**src/design/writeback_settings.svh**
```systemverilog
// writeback stage sizing constants shared by the design and the testbench
`ifndef WRITEBACK_SETTINGS_SVH
`define WRITEBACK_SETTINGS_SVH

// data path width in bits
`define WB_DATA_WIDTH 32

// general registers in the register file
// five address bits for thirty-two entries
`define WB_REG_COUNT 32

// pc increment written back by link instructions
// skips the branch delay slot
`define WB_LINK_OFFSET 8

`endif

```
**src/design/wbPkg.sv**
```systemverilog
// writeback stage types for write flags, result source and load kind
package wbPkg;

    // destinations written by one instruction
    // all zero means nothing to commit
    typedef struct packed {
        // general register file
        logic rfWr;
        // hi register
        logic hiWr;
        // lo register
        logic loWr;
    } RegsWrType;

    // source of the writeback result
    typedef enum logic [1:0] {
        // pc plus link offset for jal and jalr
        SelLink = 2'd0,
        // alu result
        SelAlu  = 2'd1,
        // second operand, used by mthi and mtlo
        SelOutB = 2'd2,
        // aligned load data
        SelLoad = 2'd3
    } WbSelType;

    // load width and signedness
    // decoded earlier in the pipe
    typedef enum logic [2:0] {
        LoadWord  = 3'd0,
        LoadHalf  = 3'd1,
        LoadHalfU = 3'd2,
        LoadByte  = 3'd3,
        LoadByteU = 3'd4
    } LoadKindType;

endpackage

```
**src/design/mem2WbIf.sv**
```systemverilog
// memory-to-writeback bundle carrying the second memory cycle into writeback
`timescale 1ns/1ps
`include "writeback_settings.svh"

interface mem2WbIf;

    localparam int AddrWidth = $clog2(`WB_REG_COUNT);

    // instruction pc, used for link writeback
    logic [`WB_DATA_WIDTH-1:0] pc;
    // alu result, doubles as load address
    logic [`WB_DATA_WIDTH-1:0] result;
    // second operand
    logic [`WB_DATA_WIDTH-1:0] outB;
    // raw word from data memory
    logic [`WB_DATA_WIDTH-1:0] dmOut;
    // destination register
    logic [AddrWidth-1:0]      dst;
    wbPkg::WbSelType           wbSel;
    wbPkg::LoadKindType        loadKind;
    wbPkg::RegsWrType          regsWr;

    // memory stage side
    modport src (
        output pc, result, outB, dmOut, dst, wbSel, loadKind, regsWr
    );

    // writeback side
    modport snk (
        input pc, result, outB, dmOut, dst, wbSel, loadKind, regsWr
    );

endinterface

```
**src/design/loadAlign.sv**
```systemverilog
// load aligner picking a byte or halfword lane and extending it to a word
`timescale 1ns/1ps
`include "writeback_settings.svh"

module loadAlign (
    input  logic [1:0]                addrLow,
    input  wbPkg::LoadKindType        loadKind,
    input  logic [`WB_DATA_WIDTH-1:0] dmOut,
    output logic [`WB_DATA_WIDTH-1:0] loadData
);

    logic [7:0]  byteLane;
    logic [15:0] halfLane;

    // little-endian byte lanes
    always_comb begin
        case (addrLow)
            2'd0:    byteLane = dmOut[7:0];
            2'd1:    byteLane = dmOut[15:8];
            2'd2:    byteLane = dmOut[23:16];
            default: byteLane = dmOut[31:24];
        endcase
    end

    // halfword chosen by address bit 1
    // bit 0 assumed clear as misalignment traps upstream
    assign halfLane = addrLow[1] ? dmOut[31:16] : dmOut[15:0];

    always_comb begin
        case (loadKind)
            // lh
            wbPkg::LoadHalf:
                loadData = {{(`WB_DATA_WIDTH-16){halfLane[15]}}, halfLane};
            // lhu
            wbPkg::LoadHalfU:
                loadData = {{(`WB_DATA_WIDTH-16){1'b0}}, halfLane};
            // lb
            wbPkg::LoadByte:
                loadData = {{(`WB_DATA_WIDTH-8){byteLane[7]}}, byteLane};
            // lbu
            wbPkg::LoadByteU:
                loadData = {{(`WB_DATA_WIDTH-8){1'b0}}, byteLane};
            // lw and unused codes pass the word through
            default:
                loadData = dmOut;
        endcase
    end

endmodule

```
**src/design/regFile.sv**
```systemverilog
// general register file with hi and lo, one write port and two async reads
`timescale 1ns/1ps
`include "writeback_settings.svh"

module regFile (
    input  logic                      clk,
    input  logic                      rst,
    input  wbPkg::RegsWrType          wrType,
    input  logic [4:0]                wrAddr,
    input  logic [`WB_DATA_WIDTH-1:0] wrData,
    input  logic [4:0]                rdAddrA,
    input  logic [4:0]                rdAddrB,
    output logic [`WB_DATA_WIDTH-1:0] rdDataA,
    output logic [`WB_DATA_WIDTH-1:0] rdDataB,
    output logic [`WB_DATA_WIDTH-1:0] hi,
    output logic [`WB_DATA_WIDTH-1:0] lo
);

    logic [`WB_DATA_WIDTH-1:0] regs [`WB_REG_COUNT];

    // general registers
    always_ff @(posedge clk) begin
        if (rst) begin
            for (int i = 0; i < `WB_REG_COUNT; i++) begin
                regs[i] <= '0;
            end
        end
        // $zero is never written
        else if (wrType.rfWr && (wrAddr != '0)) begin
            regs[wrAddr] <= wrData;
        end
    end

    // hi and lo share the write data
    always_ff @(posedge clk) begin
        if (rst) begin
            hi <= '0;
            lo <= '0;
        end
        else begin
            if (wrType.hiWr) begin
                hi <= wrData;
            end
            if (wrType.loWr) begin
                lo <= wrData;
            end
        end
    end

    // async reads, no bypass of the write in progress
    // register 0 forced to zero
    assign rdDataA = (rdAddrA == '0) ? '0 : regs[rdAddrA];
    assign rdDataB = (rdAddrB == '0) ? '0 : regs[rdAddrB];

endmodule

```
**src/design/wbReg.sv**
```systemverilog
// writeback pipeline register with synchronous reset, flush and stall
`timescale 1ns/1ps
`include "writeback_settings.svh"

module wbReg (
    input  logic                      clk,
    input  logic                      rst,
    input  logic                      flush,
    input  logic                      wr,
    mem2WbIf.snk                      in,
    output logic [`WB_DATA_WIDTH-1:0] wbPc,
    output logic [`WB_DATA_WIDTH-1:0] wbResult,
    output logic [`WB_DATA_WIDTH-1:0] wbOutB,
    output logic [`WB_DATA_WIDTH-1:0] wbDmOut,
    output logic [4:0]                wbDst,
    output wbPkg::WbSelType           wbSel,
    output wbPkg::LoadKindType        wbLoadKind,
    output wbPkg::RegsWrType          wbRegsWr
);

    always_ff @(posedge clk) begin
        // flush and reset both empty the stage
        if (flush || rst) begin
            wbPc       <= '0;
            wbResult   <= '0;
            wbOutB     <= '0;
            wbDmOut    <= '0;
            wbDst      <= '0;
            wbSel      <= wbPkg::SelLink;
            wbLoadKind <= wbPkg::LoadWord;
            // no write pending afterwards
            wbRegsWr   <= '0;
        end
        // wr low means stall, hold everything
        else if (wr) begin
            wbPc       <= in.pc;
            wbResult   <= in.result;
            wbOutB     <= in.outB;
            wbDmOut    <= in.dmOut;
            wbDst      <= in.dst;
            wbSel      <= in.wbSel;
            wbLoadKind <= in.loadKind;
            wbRegsWr   <= in.regsWr;
        end
    end

endmodule

```
**src/design/wbStage.sv**
```systemverilog
// writeback stage selecting the result and gating the commit on cache stall
`timescale 1ns/1ps
`include "writeback_settings.svh"

module wbStage (
    input  logic                      clk,
    input  logic                      rst,
    input  logic                      flush,
    input  logic                      wr,
    input  logic                      disWr,
    mem2WbIf.snk                      m2Wb,
    output logic [`WB_DATA_WIDTH-1:0] wbPc,
    output logic [4:0]                wbDst,
    output logic [`WB_DATA_WIDTH-1:0] wbResult,
    output wbPkg::RegsWrType          wbFinalWr
);

    logic [`WB_DATA_WIDTH-1:0] aluResult;
    logic [`WB_DATA_WIDTH-1:0] regOutB;
    logic [`WB_DATA_WIDTH-1:0] regDmOut;
    logic [`WB_DATA_WIDTH-1:0] loadData;
    wbPkg::WbSelType           regSel;
    wbPkg::LoadKindType        regLoadKind;
    wbPkg::RegsWrType          regRegsWr;

    wbReg wbReg_i (
        .clk        (clk),
        .rst        (rst),
        .flush      (flush),
        .wr         (wr),
        .in         (m2Wb),
        .wbPc       (wbPc),
        .wbResult   (aluResult),
        .wbOutB     (regOutB),
        .wbDmOut    (regDmOut),
        .wbDst      (wbDst),
        .wbSel      (regSel),
        .wbLoadKind (regLoadKind),
        .wbRegsWr   (regRegsWr)
    );

    // alu result low bits are the load address
    loadAlign loadAlign_i (
        .addrLow  (aluResult[1:0]),
        .loadKind (regLoadKind),
        .dmOut    (regDmOut),
        .loadData (loadData)
    );

    always_comb begin
        case (regSel)
            wbPkg::SelLink: wbResult = wbPc + `WB_LINK_OFFSET;
            wbPkg::SelAlu:  wbResult = aluResult;
            wbPkg::SelOutB: wbResult = regOutB;
            default:        wbResult = loadData;
        endcase
    end

    // dcache stall blocks every destination for this cycle
    assign wbFinalWr = disWr ? '0 : regRegsWr;

endmodule

```
**src/design/wbTop.sv**
```systemverilog
// writeback subsystem top joining the stage and the register file
`timescale 1ns/1ps
`include "writeback_settings.svh"

module wbTop (
    input  logic                      clk,
    input  logic                      rst,
    input  logic                      flush,
    input  logic                      wr,
    input  logic                      disWr,
    input  logic [`WB_DATA_WIDTH-1:0] mem2Pc,
    input  logic [`WB_DATA_WIDTH-1:0] mem2Result,
    input  logic [`WB_DATA_WIDTH-1:0] mem2OutB,
    input  logic [`WB_DATA_WIDTH-1:0] mem2DmOut,
    input  logic [4:0]                mem2Dst,
    input  wbPkg::WbSelType           mem2WbSel,
    input  wbPkg::LoadKindType        mem2LoadKind,
    input  wbPkg::RegsWrType          mem2RegsWr,
    input  logic [4:0]                rdAddrA,
    input  logic [4:0]                rdAddrB,
    output logic [`WB_DATA_WIDTH-1:0] wbPc,
    output logic [`WB_DATA_WIDTH-1:0] wbResult,
    output logic [4:0]                wbDst,
    output wbPkg::RegsWrType          wbFinalWr,
    output logic [`WB_DATA_WIDTH-1:0] rdDataA,
    output logic [`WB_DATA_WIDTH-1:0] rdDataB,
    output logic [`WB_DATA_WIDTH-1:0] hi,
    output logic [`WB_DATA_WIDTH-1:0] lo
);

    mem2WbIf m2WbBus ();

    // memory stage side of the bundle
    assign m2WbBus.pc       = mem2Pc;
    assign m2WbBus.result   = mem2Result;
    assign m2WbBus.outB     = mem2OutB;
    assign m2WbBus.dmOut    = mem2DmOut;
    assign m2WbBus.dst      = mem2Dst;
    assign m2WbBus.wbSel    = mem2WbSel;
    assign m2WbBus.loadKind = mem2LoadKind;
    assign m2WbBus.regsWr   = mem2RegsWr;

    wbStage wbStage_i (
        .clk       (clk),
        .rst       (rst),
        .flush     (flush),
        .wr        (wr),
        .disWr     (disWr),
        .m2Wb      (m2WbBus),
        .wbPc      (wbPc),
        .wbDst     (wbDst),
        .wbResult  (wbResult),
        .wbFinalWr (wbFinalWr)
    );

    // commit target, written with the gated flags
    regFile regFile_i (
        .clk     (clk),
        .rst     (rst),
        .wrType  (wbFinalWr),
        .wrAddr  (wbDst),
        .wrData  (wbResult),
        .rdAddrA (rdAddrA),
        .rdAddrB (rdAddrB),
        .rdDataA (rdDataA),
        .rdDataB (rdDataB),
        .hi      (hi),
        .lo      (lo)
    );

endmodule

```
**config.mk**
```make
export PLATFORM = sky130hd
export DESIGN_NAME = wbTop
export DESIGN_NICKNAME = d
export VERILOG_FILES = /design/src/design/wbPkg.sv /design/src/design/mem2WbIf.sv /design/src/design/loadAlign.sv /design/src/design/regFile.sv /design/src/design/wbReg.sv /design/src/design/wbStage.sv /design/src/design/wbTop.sv
export VERILOG_INCLUDE_DIRS = /design/src /design/src/design
export SDC_FILE = /design/constraint.sdc
export NUM_CORES = 2
export LEC_CHECK = 0
export ABC_AREA = 1
export BUFFER_PORTS_ARGS = -buffer_cell sky130_fd_sc_hd__buf_4
export CORE_MARGIN = 4
export CORE_UTILIZATION = 45
export CTS_CLUSTER_DIAMETER = 60
export DETAILED_ROUTE_END_ITERATION = 8
export HOLD_SLACK_MARGIN = 0.06
export PLACE_DENSITY = 0.64
export SLEW_MARGIN = 20
export SYNTH_ARGS = -nofsm -noshare
export SYNTH_HDL_FRONTEND = slang
export SYNTH_HIERARCHICAL = 1
export SYNTH_SLANG_ARGS = --single-unit
```
**constraint.sdc**
```tcl
create_clock -name clk -period 3 [get_ports clk]
set_input_delay 0.15 -clock clk [delete_from_list [all_inputs] [get_ports clk]]
set_output_delay 0.15 -clock clk [all_outputs]
set_load 0.02 [all_outputs]
```
Word level (Yosys, flattened, before mapping)
Memory sizes are Yosys's and may differ from the RTL's.
Index checks and enable logic that the tools add are counted.
Storage, ports and cells
  register bits after elaboration: 205
  RAM bits: 1024
  bits of input ports: 156
  logic and storage cells: 45
  memories kept: 1
Cells by class
  add/subtract/negate cells: 1
  eq/ne operators: 8
  mux-type cells: 15
  reductions and logical operators: 8
Memory list
  regFile_i.regs: words 32, bits a word 32, rd ports 2, clocked after Yosys merged registers in 0, wr ports 32, line regFile.sv:19  | logic [`WB_DATA_WIDTH-1:0] regs [`WB_REG_COUNT];
Operator list (number)
  32-bit one-hot mux with 4 select lines: 1
  32-bit 2-to-1 mux: 3
  32-bit one-hot mux with 3 select lines: 1
  32-bit by 4-bit adder with 32-bit output, second input constant: 1
  32-bit OR reduction: 1
  8-bit one-hot mux with 3 select lines: 1
  16-bit 2-to-1 mux: 1
  5-bit logical NOT: 2
  3-bit by 2-bit == test with 1-bit output, second input constant: 2
  1-bit 2-to-1 mux: 6
  5-bit 2-to-1 mux: 1
  5-bit nonzero test: 1
  2-bit by 1-bit == test with 1-bit output, second input constant: 2
  2-bit == test, second input constant: 2
  2-bit logical NOT: 2
  3-bit by 1-bit == test with 1-bit output, second input constant: 1
  3-bit == test, second input constant: 1
  3-bit 2-to-1 mux: 1
  1-bit logical AND: 1
  1-bit logical OR: 1

Depth between registers and ports, before layout
  word-level depth: 7
  depth in mapped cells: 13
  depth with buffers taken out: 11

Modules after synthesis
Netlist, hierarchy kept.
Modules (own cells, without submodules)
  regFile: times used 1, cells each 7465, area an instance 58564.9 um^2, sequential area each 32030.7 um^2
  wbReg: times used 1, cells each 893, area an instance 5768.0 um^2, sequential area each 2822.7 um^2
  wbStage: times used 1, cells each 346, area an instance 1667.8 um^2, sequential area each 0.0 um^2
  loadAlign: times used 1, cells each 221, area an instance 1144.8 um^2, sequential area each 0.0 um^2

Worst setup path before layout
OpenSTA, ideal clock, no wires.
  kind: register to register
  from: register wbStage_i.wbReg_i.wbDst[3]
  to: memory regFile_i/regs[10][0] (netlist bit), enable pin
  setup time: 389 ps
  data arrival time: 2252 ps
  data required time: 2611 ps
  path slack: 358 ps
  stages on the path, launching flop included: 12
  path through: dfxtp_1 -> inv_1 -> nand3_1 -> inv_1 -> nand2_1 -> nand3_1 -> inv_1 -> nand3_1 -> inv_1 -> nand2_1 -> buf_2 -> nand2_1
RTL lines
  start: declaration: line wbReg.sv:15  | output logic [4:0] wbDst,
  start signal: assignment: line wbReg.sv:40  | wbDst <= in.dst;
  end: declaration: line regFile.sv:19

==> results.sh <==
export IMPL_cp_max_fo=2
export IMPL_area_growth_synth_to_final_pct=22.04
export IMPL_cts_sinks=1229
export IMPL_start_util_pct=45.36
export IMPL_die_h_um=394.3
export IMPL_grt_max_degree=101
export IMPL_dieArea_sq_um=155500
export IMPL_ys_types=39
export IMPL_port_buffers=355
export IMPL_critPathRequiredTime_ns=2.85
export IMPL_cts_root_buf="clkbuf_16"
export IMPL_yosysTopAreaCell="edfxtp_1"
export IMPL_via_per_inst=5.910
export IMPL_critPathArrivalTime_ns=2.85
export IMPL_num_vias=67980
export IMPL_slew_headroom_pct=42.74
export IMPL_dp_hpwl_um=174500
export IMPL_io_pins=356
export IMPL_drtIter0Drc=10160
export IMPL_grt_pass1_wl_um=418400
export IMPL_cp_start_kind="flop"
export IMPL_critPathSlowestCell="nor2_1"
export IMPL_track_usage_pct=35.62
export IMPL_post_route_util_pct=55.36
export IMPL_drive_above_1_share_pct=10.67
export IMPL_r2r_setup_slack_ns=0.33
export IMPL_min_path_cells=2
export IMPL_use_met3_pct=9.396
export IMPL_synth_seq_area_share_pct=51.91
export IMPL_p_per_area_nw_per_um2=544.2
export IMPL_num_rows=141
export IMPL_synth_top_area_share_pct=45.80
export IMPL_yosysWarnings=6
export IMPL_worstSetupPathType="reg -> out"
export IMPL_cts_tree="done"
export IMPL_final_cell_mix="nand2_1 (2522), nor2_1 (2147), nand3_1 (1084), edfxtp_1 (1024), buf_4 (570)"
export IMPL_hold_class="in -> reg"
export IMPL_max_cap_viol_count=0
export IMPL_num_nets_final=9602
export IMPL_clk_pin_slew_ns=0.06
export IMPL_min_delay_start="rst"
export IMPL_seq_power_share_pct=43.5
export IMPL_cpPeakStageDelay_ns=0.59
export IMPL_irDropWorstVdd_uv=516.4
export IMPL_rr_endpoint="regFile_i/regs[6][8]"
export IMPL_clkLatencyLatePin_ns=0.81
export IMPL_p_comb_share_pct=15.0
export IMPL_core_area_sq_um=148000
export IMPL_dr_pass1_iters=7
export IMPL_use_met1_pct=43.38
export IMPL_syn_mean_instance_area_sq_um=7.523
export IMPL_r2r_start="wbStage_i/wbReg_i/wbRegsWr[2]"
export IMPL_synth_seq_cells=1229
export IMPL_rr_worst_depth=9
export IMPL_min_period_over_period_pct=99.84
export IMPL_cts_buffer_depth=3
export IMPL_fin_crit_ns=2.995
export IMPL_p_clk_share_pct=41.6
export IMPL_die_x_um=394.3
export IMPL_drc=0
export IMPL_status="finished, final reports clean"
export IMPL_gr_total_overflow=0
export IMPL_synth_area_sq_um=67150
export IMPL_avgRoutedWirePerCell_um=24.98
export IMPL_maxSlewViolCount=0
export IMPL_cts_buffers=145
export IMPL_crit_chain="inv_1 > nand2_1 > nand3_1 > o21ai_0 > nand2_1 > nand3_1 > nor2_1 > nor2_1 > buf_4"
export IMPL_critPathBufInv=2
export IMPL_p_sw_w=0.01244
export IMPL_leakagePower_nw=33.82
export IMPL_path_delay_family="simple AND/OR/NAND/NOR gates"
export IMPL_skew_ns=0.02498
export IMPL_gp_congestion=0.9555
export IMPL_mostFrequentLayoutCell="nand2_1"
export IMPL_grt_pass1_vias=65190
export IMPL_sw_frac_of_total_pct=27.90
export IMPL_antenna_found_initial=7
export IMPL_top_usage_layer="met2"
export IMPL_setup_tns_ns=0
export IMPL_hold_viol=0
export IMPL_rsz0062_at_grt="no"
export IMPL_wl_um=287300
export IMPL_finalSetupViolCount=0
export IMPL_drtAntennaViolNets=0
export IMPL_grt_use_met2_pct=55.53
export IMPL_netlist_instances=8925
export IMPL_cp_end_kind="output pin"
export IMPL_p_int_w=0.03215
export IMPL_hold_path_end="regFile_i/regs[0][31]"
export IMPL_fmax_mhz=333.9
export IMPL_worstMarginPinSlew_ns=0.8589
export IMPL_ys_top_cells_by_area="edfxtp_1 (46%), nand2_1 (14%), nor2_1 (12%)"
export IMPL_h_tree_depth=4
through the flow:
step	cells	cell area (sq um)	power [W]	setup slack, ns	hold slack (ns)
finish	11500	81940	0.04459	0.004653	0.1455
global route	11500	81930	0.04583	0.01757	0.1074
global placement	10860	73240	0.02567	0.3501	0.4317
detailed placement	10860	73240	0.02574	0.3319	0.4421
floorplan	8956	67260	0.02289	0.3583	0.3382
CTS	11490	81900	0.04442	0.002786	0.08008
worst max-delay path by stage:
stage / start / endpoint / slack (ns) / depth (start not counted)
floorplan: wbStage_i/wbReg_i/wbDst[3] / regFile_i/regs[10][0] / 0.36 / 11
global placement: rdAddrB[0] / rdDataB[17] / 0.35 / 12
detailed placement: rdAddrB[0] / rdDataB[17] / 0.33 / 12
CTS: wbStage_i/wbReg_i/wbLoadKind[1] / wbResult[12] / 0.003 / 10
global route: wbStage_i/wbReg_i/wbSel[1] / wbResult[6] / 0.02 / 7
finish: regFile_i/regs[21][27] / rdDataB[27] / 0.005 / 9
state kept, by name, indices dropped and copies added (netlist names), 5 cells and up:
name and cells:
regFile_i/regs 1024, regFile_i/hi 32, regFile_i/lo 32, wbStage_i/wbReg_i/wbDmOut 32, wbStage_i/wbReg_i/wbOutB 32, wbStage_i/wbReg_i/wbPc 32, wbStage_i/wbReg_i/wbResult 32, wbStage_i/wbReg_i/wbDst 5
synth_stat cells, drive strengths merged:
master      n
nand2    2561
nor2     2172
nand3    1107
edfxtp   1024
o21ai     512
buf       404
inv       347
clkbuf    317
dfxtp     205
a21oi     189
o211ai     22
a22o       17
nand4      14
nor3        9
or2         6
o21bai      4
clkinv      3
and2        2
nand3b      2
o2111ai     2
a31oi       1
conb        1
ha          1
o21a        1
xnor2       1
xor2        1
cell families (layout without fill, tap and decap cells):
kind of cell	count (synthesis)	in the layout	synth area share (%)
adders and majority gates	1	1	0.01863
and+or+nand+nor	5873	5873	35.35
buffers and inverters	1071	1682	6.902
AOI/OAI and AO/OA	748	748	5.786
DFF	1229	1229	51.91
other	1	37	0.005585
xor gates and xnor gates	2	2	0.02609
per-layer routing:
metal / vias to the layer above / share of wire [%]
li1: 29970 / -
met3: 1006 / 13
met2: 4955 / 45
met1: 32040 / 35
met4: 6 / 7.5
met5: - / 0.017
final cells by class:
cell class / count / area, sq um
fillers: 13030 / 66070
flip-flops and latches: 1229 / 34850
multi-input cells: 6656 / 27900
repair buffers: 1063 / 10440
clock buffers: 189 / 4064
well taps: 1930 / 2415
inverters: 350 / 1358
clock inverters: 80 / 902.1
diodes: 5 / 12.51
power groups by stage:
stage / logic, W / clock network (W) / registers, W
finish: 0.00667 / 0.0185 / 0.0194
global route: 0.00701 / 0.0194 / 0.0194
CTS: 0.00640 / 0.0187 / 0.0194
detailed placement: 0.00603 / 0 / 0.0197
global placement: 0.00597 / 0 / 0.0197
floorplan: 0.00321 / 0 / 0.0197
what timing repair did:
| item | 4_1_cts | 5_1_grt |
|---|---|---|
| resized for setup | 1 | 5 |
| hold buffers | 368 | 0 |
| setup buffers | 0 | 3 |
| hold endpoints to repair | 167 | 0 |
| gates cloned | 0 | 0 |
| setup endpoints to repair | 1 | 15 |
Note: power is estimated with default switching activity, not from simulation.
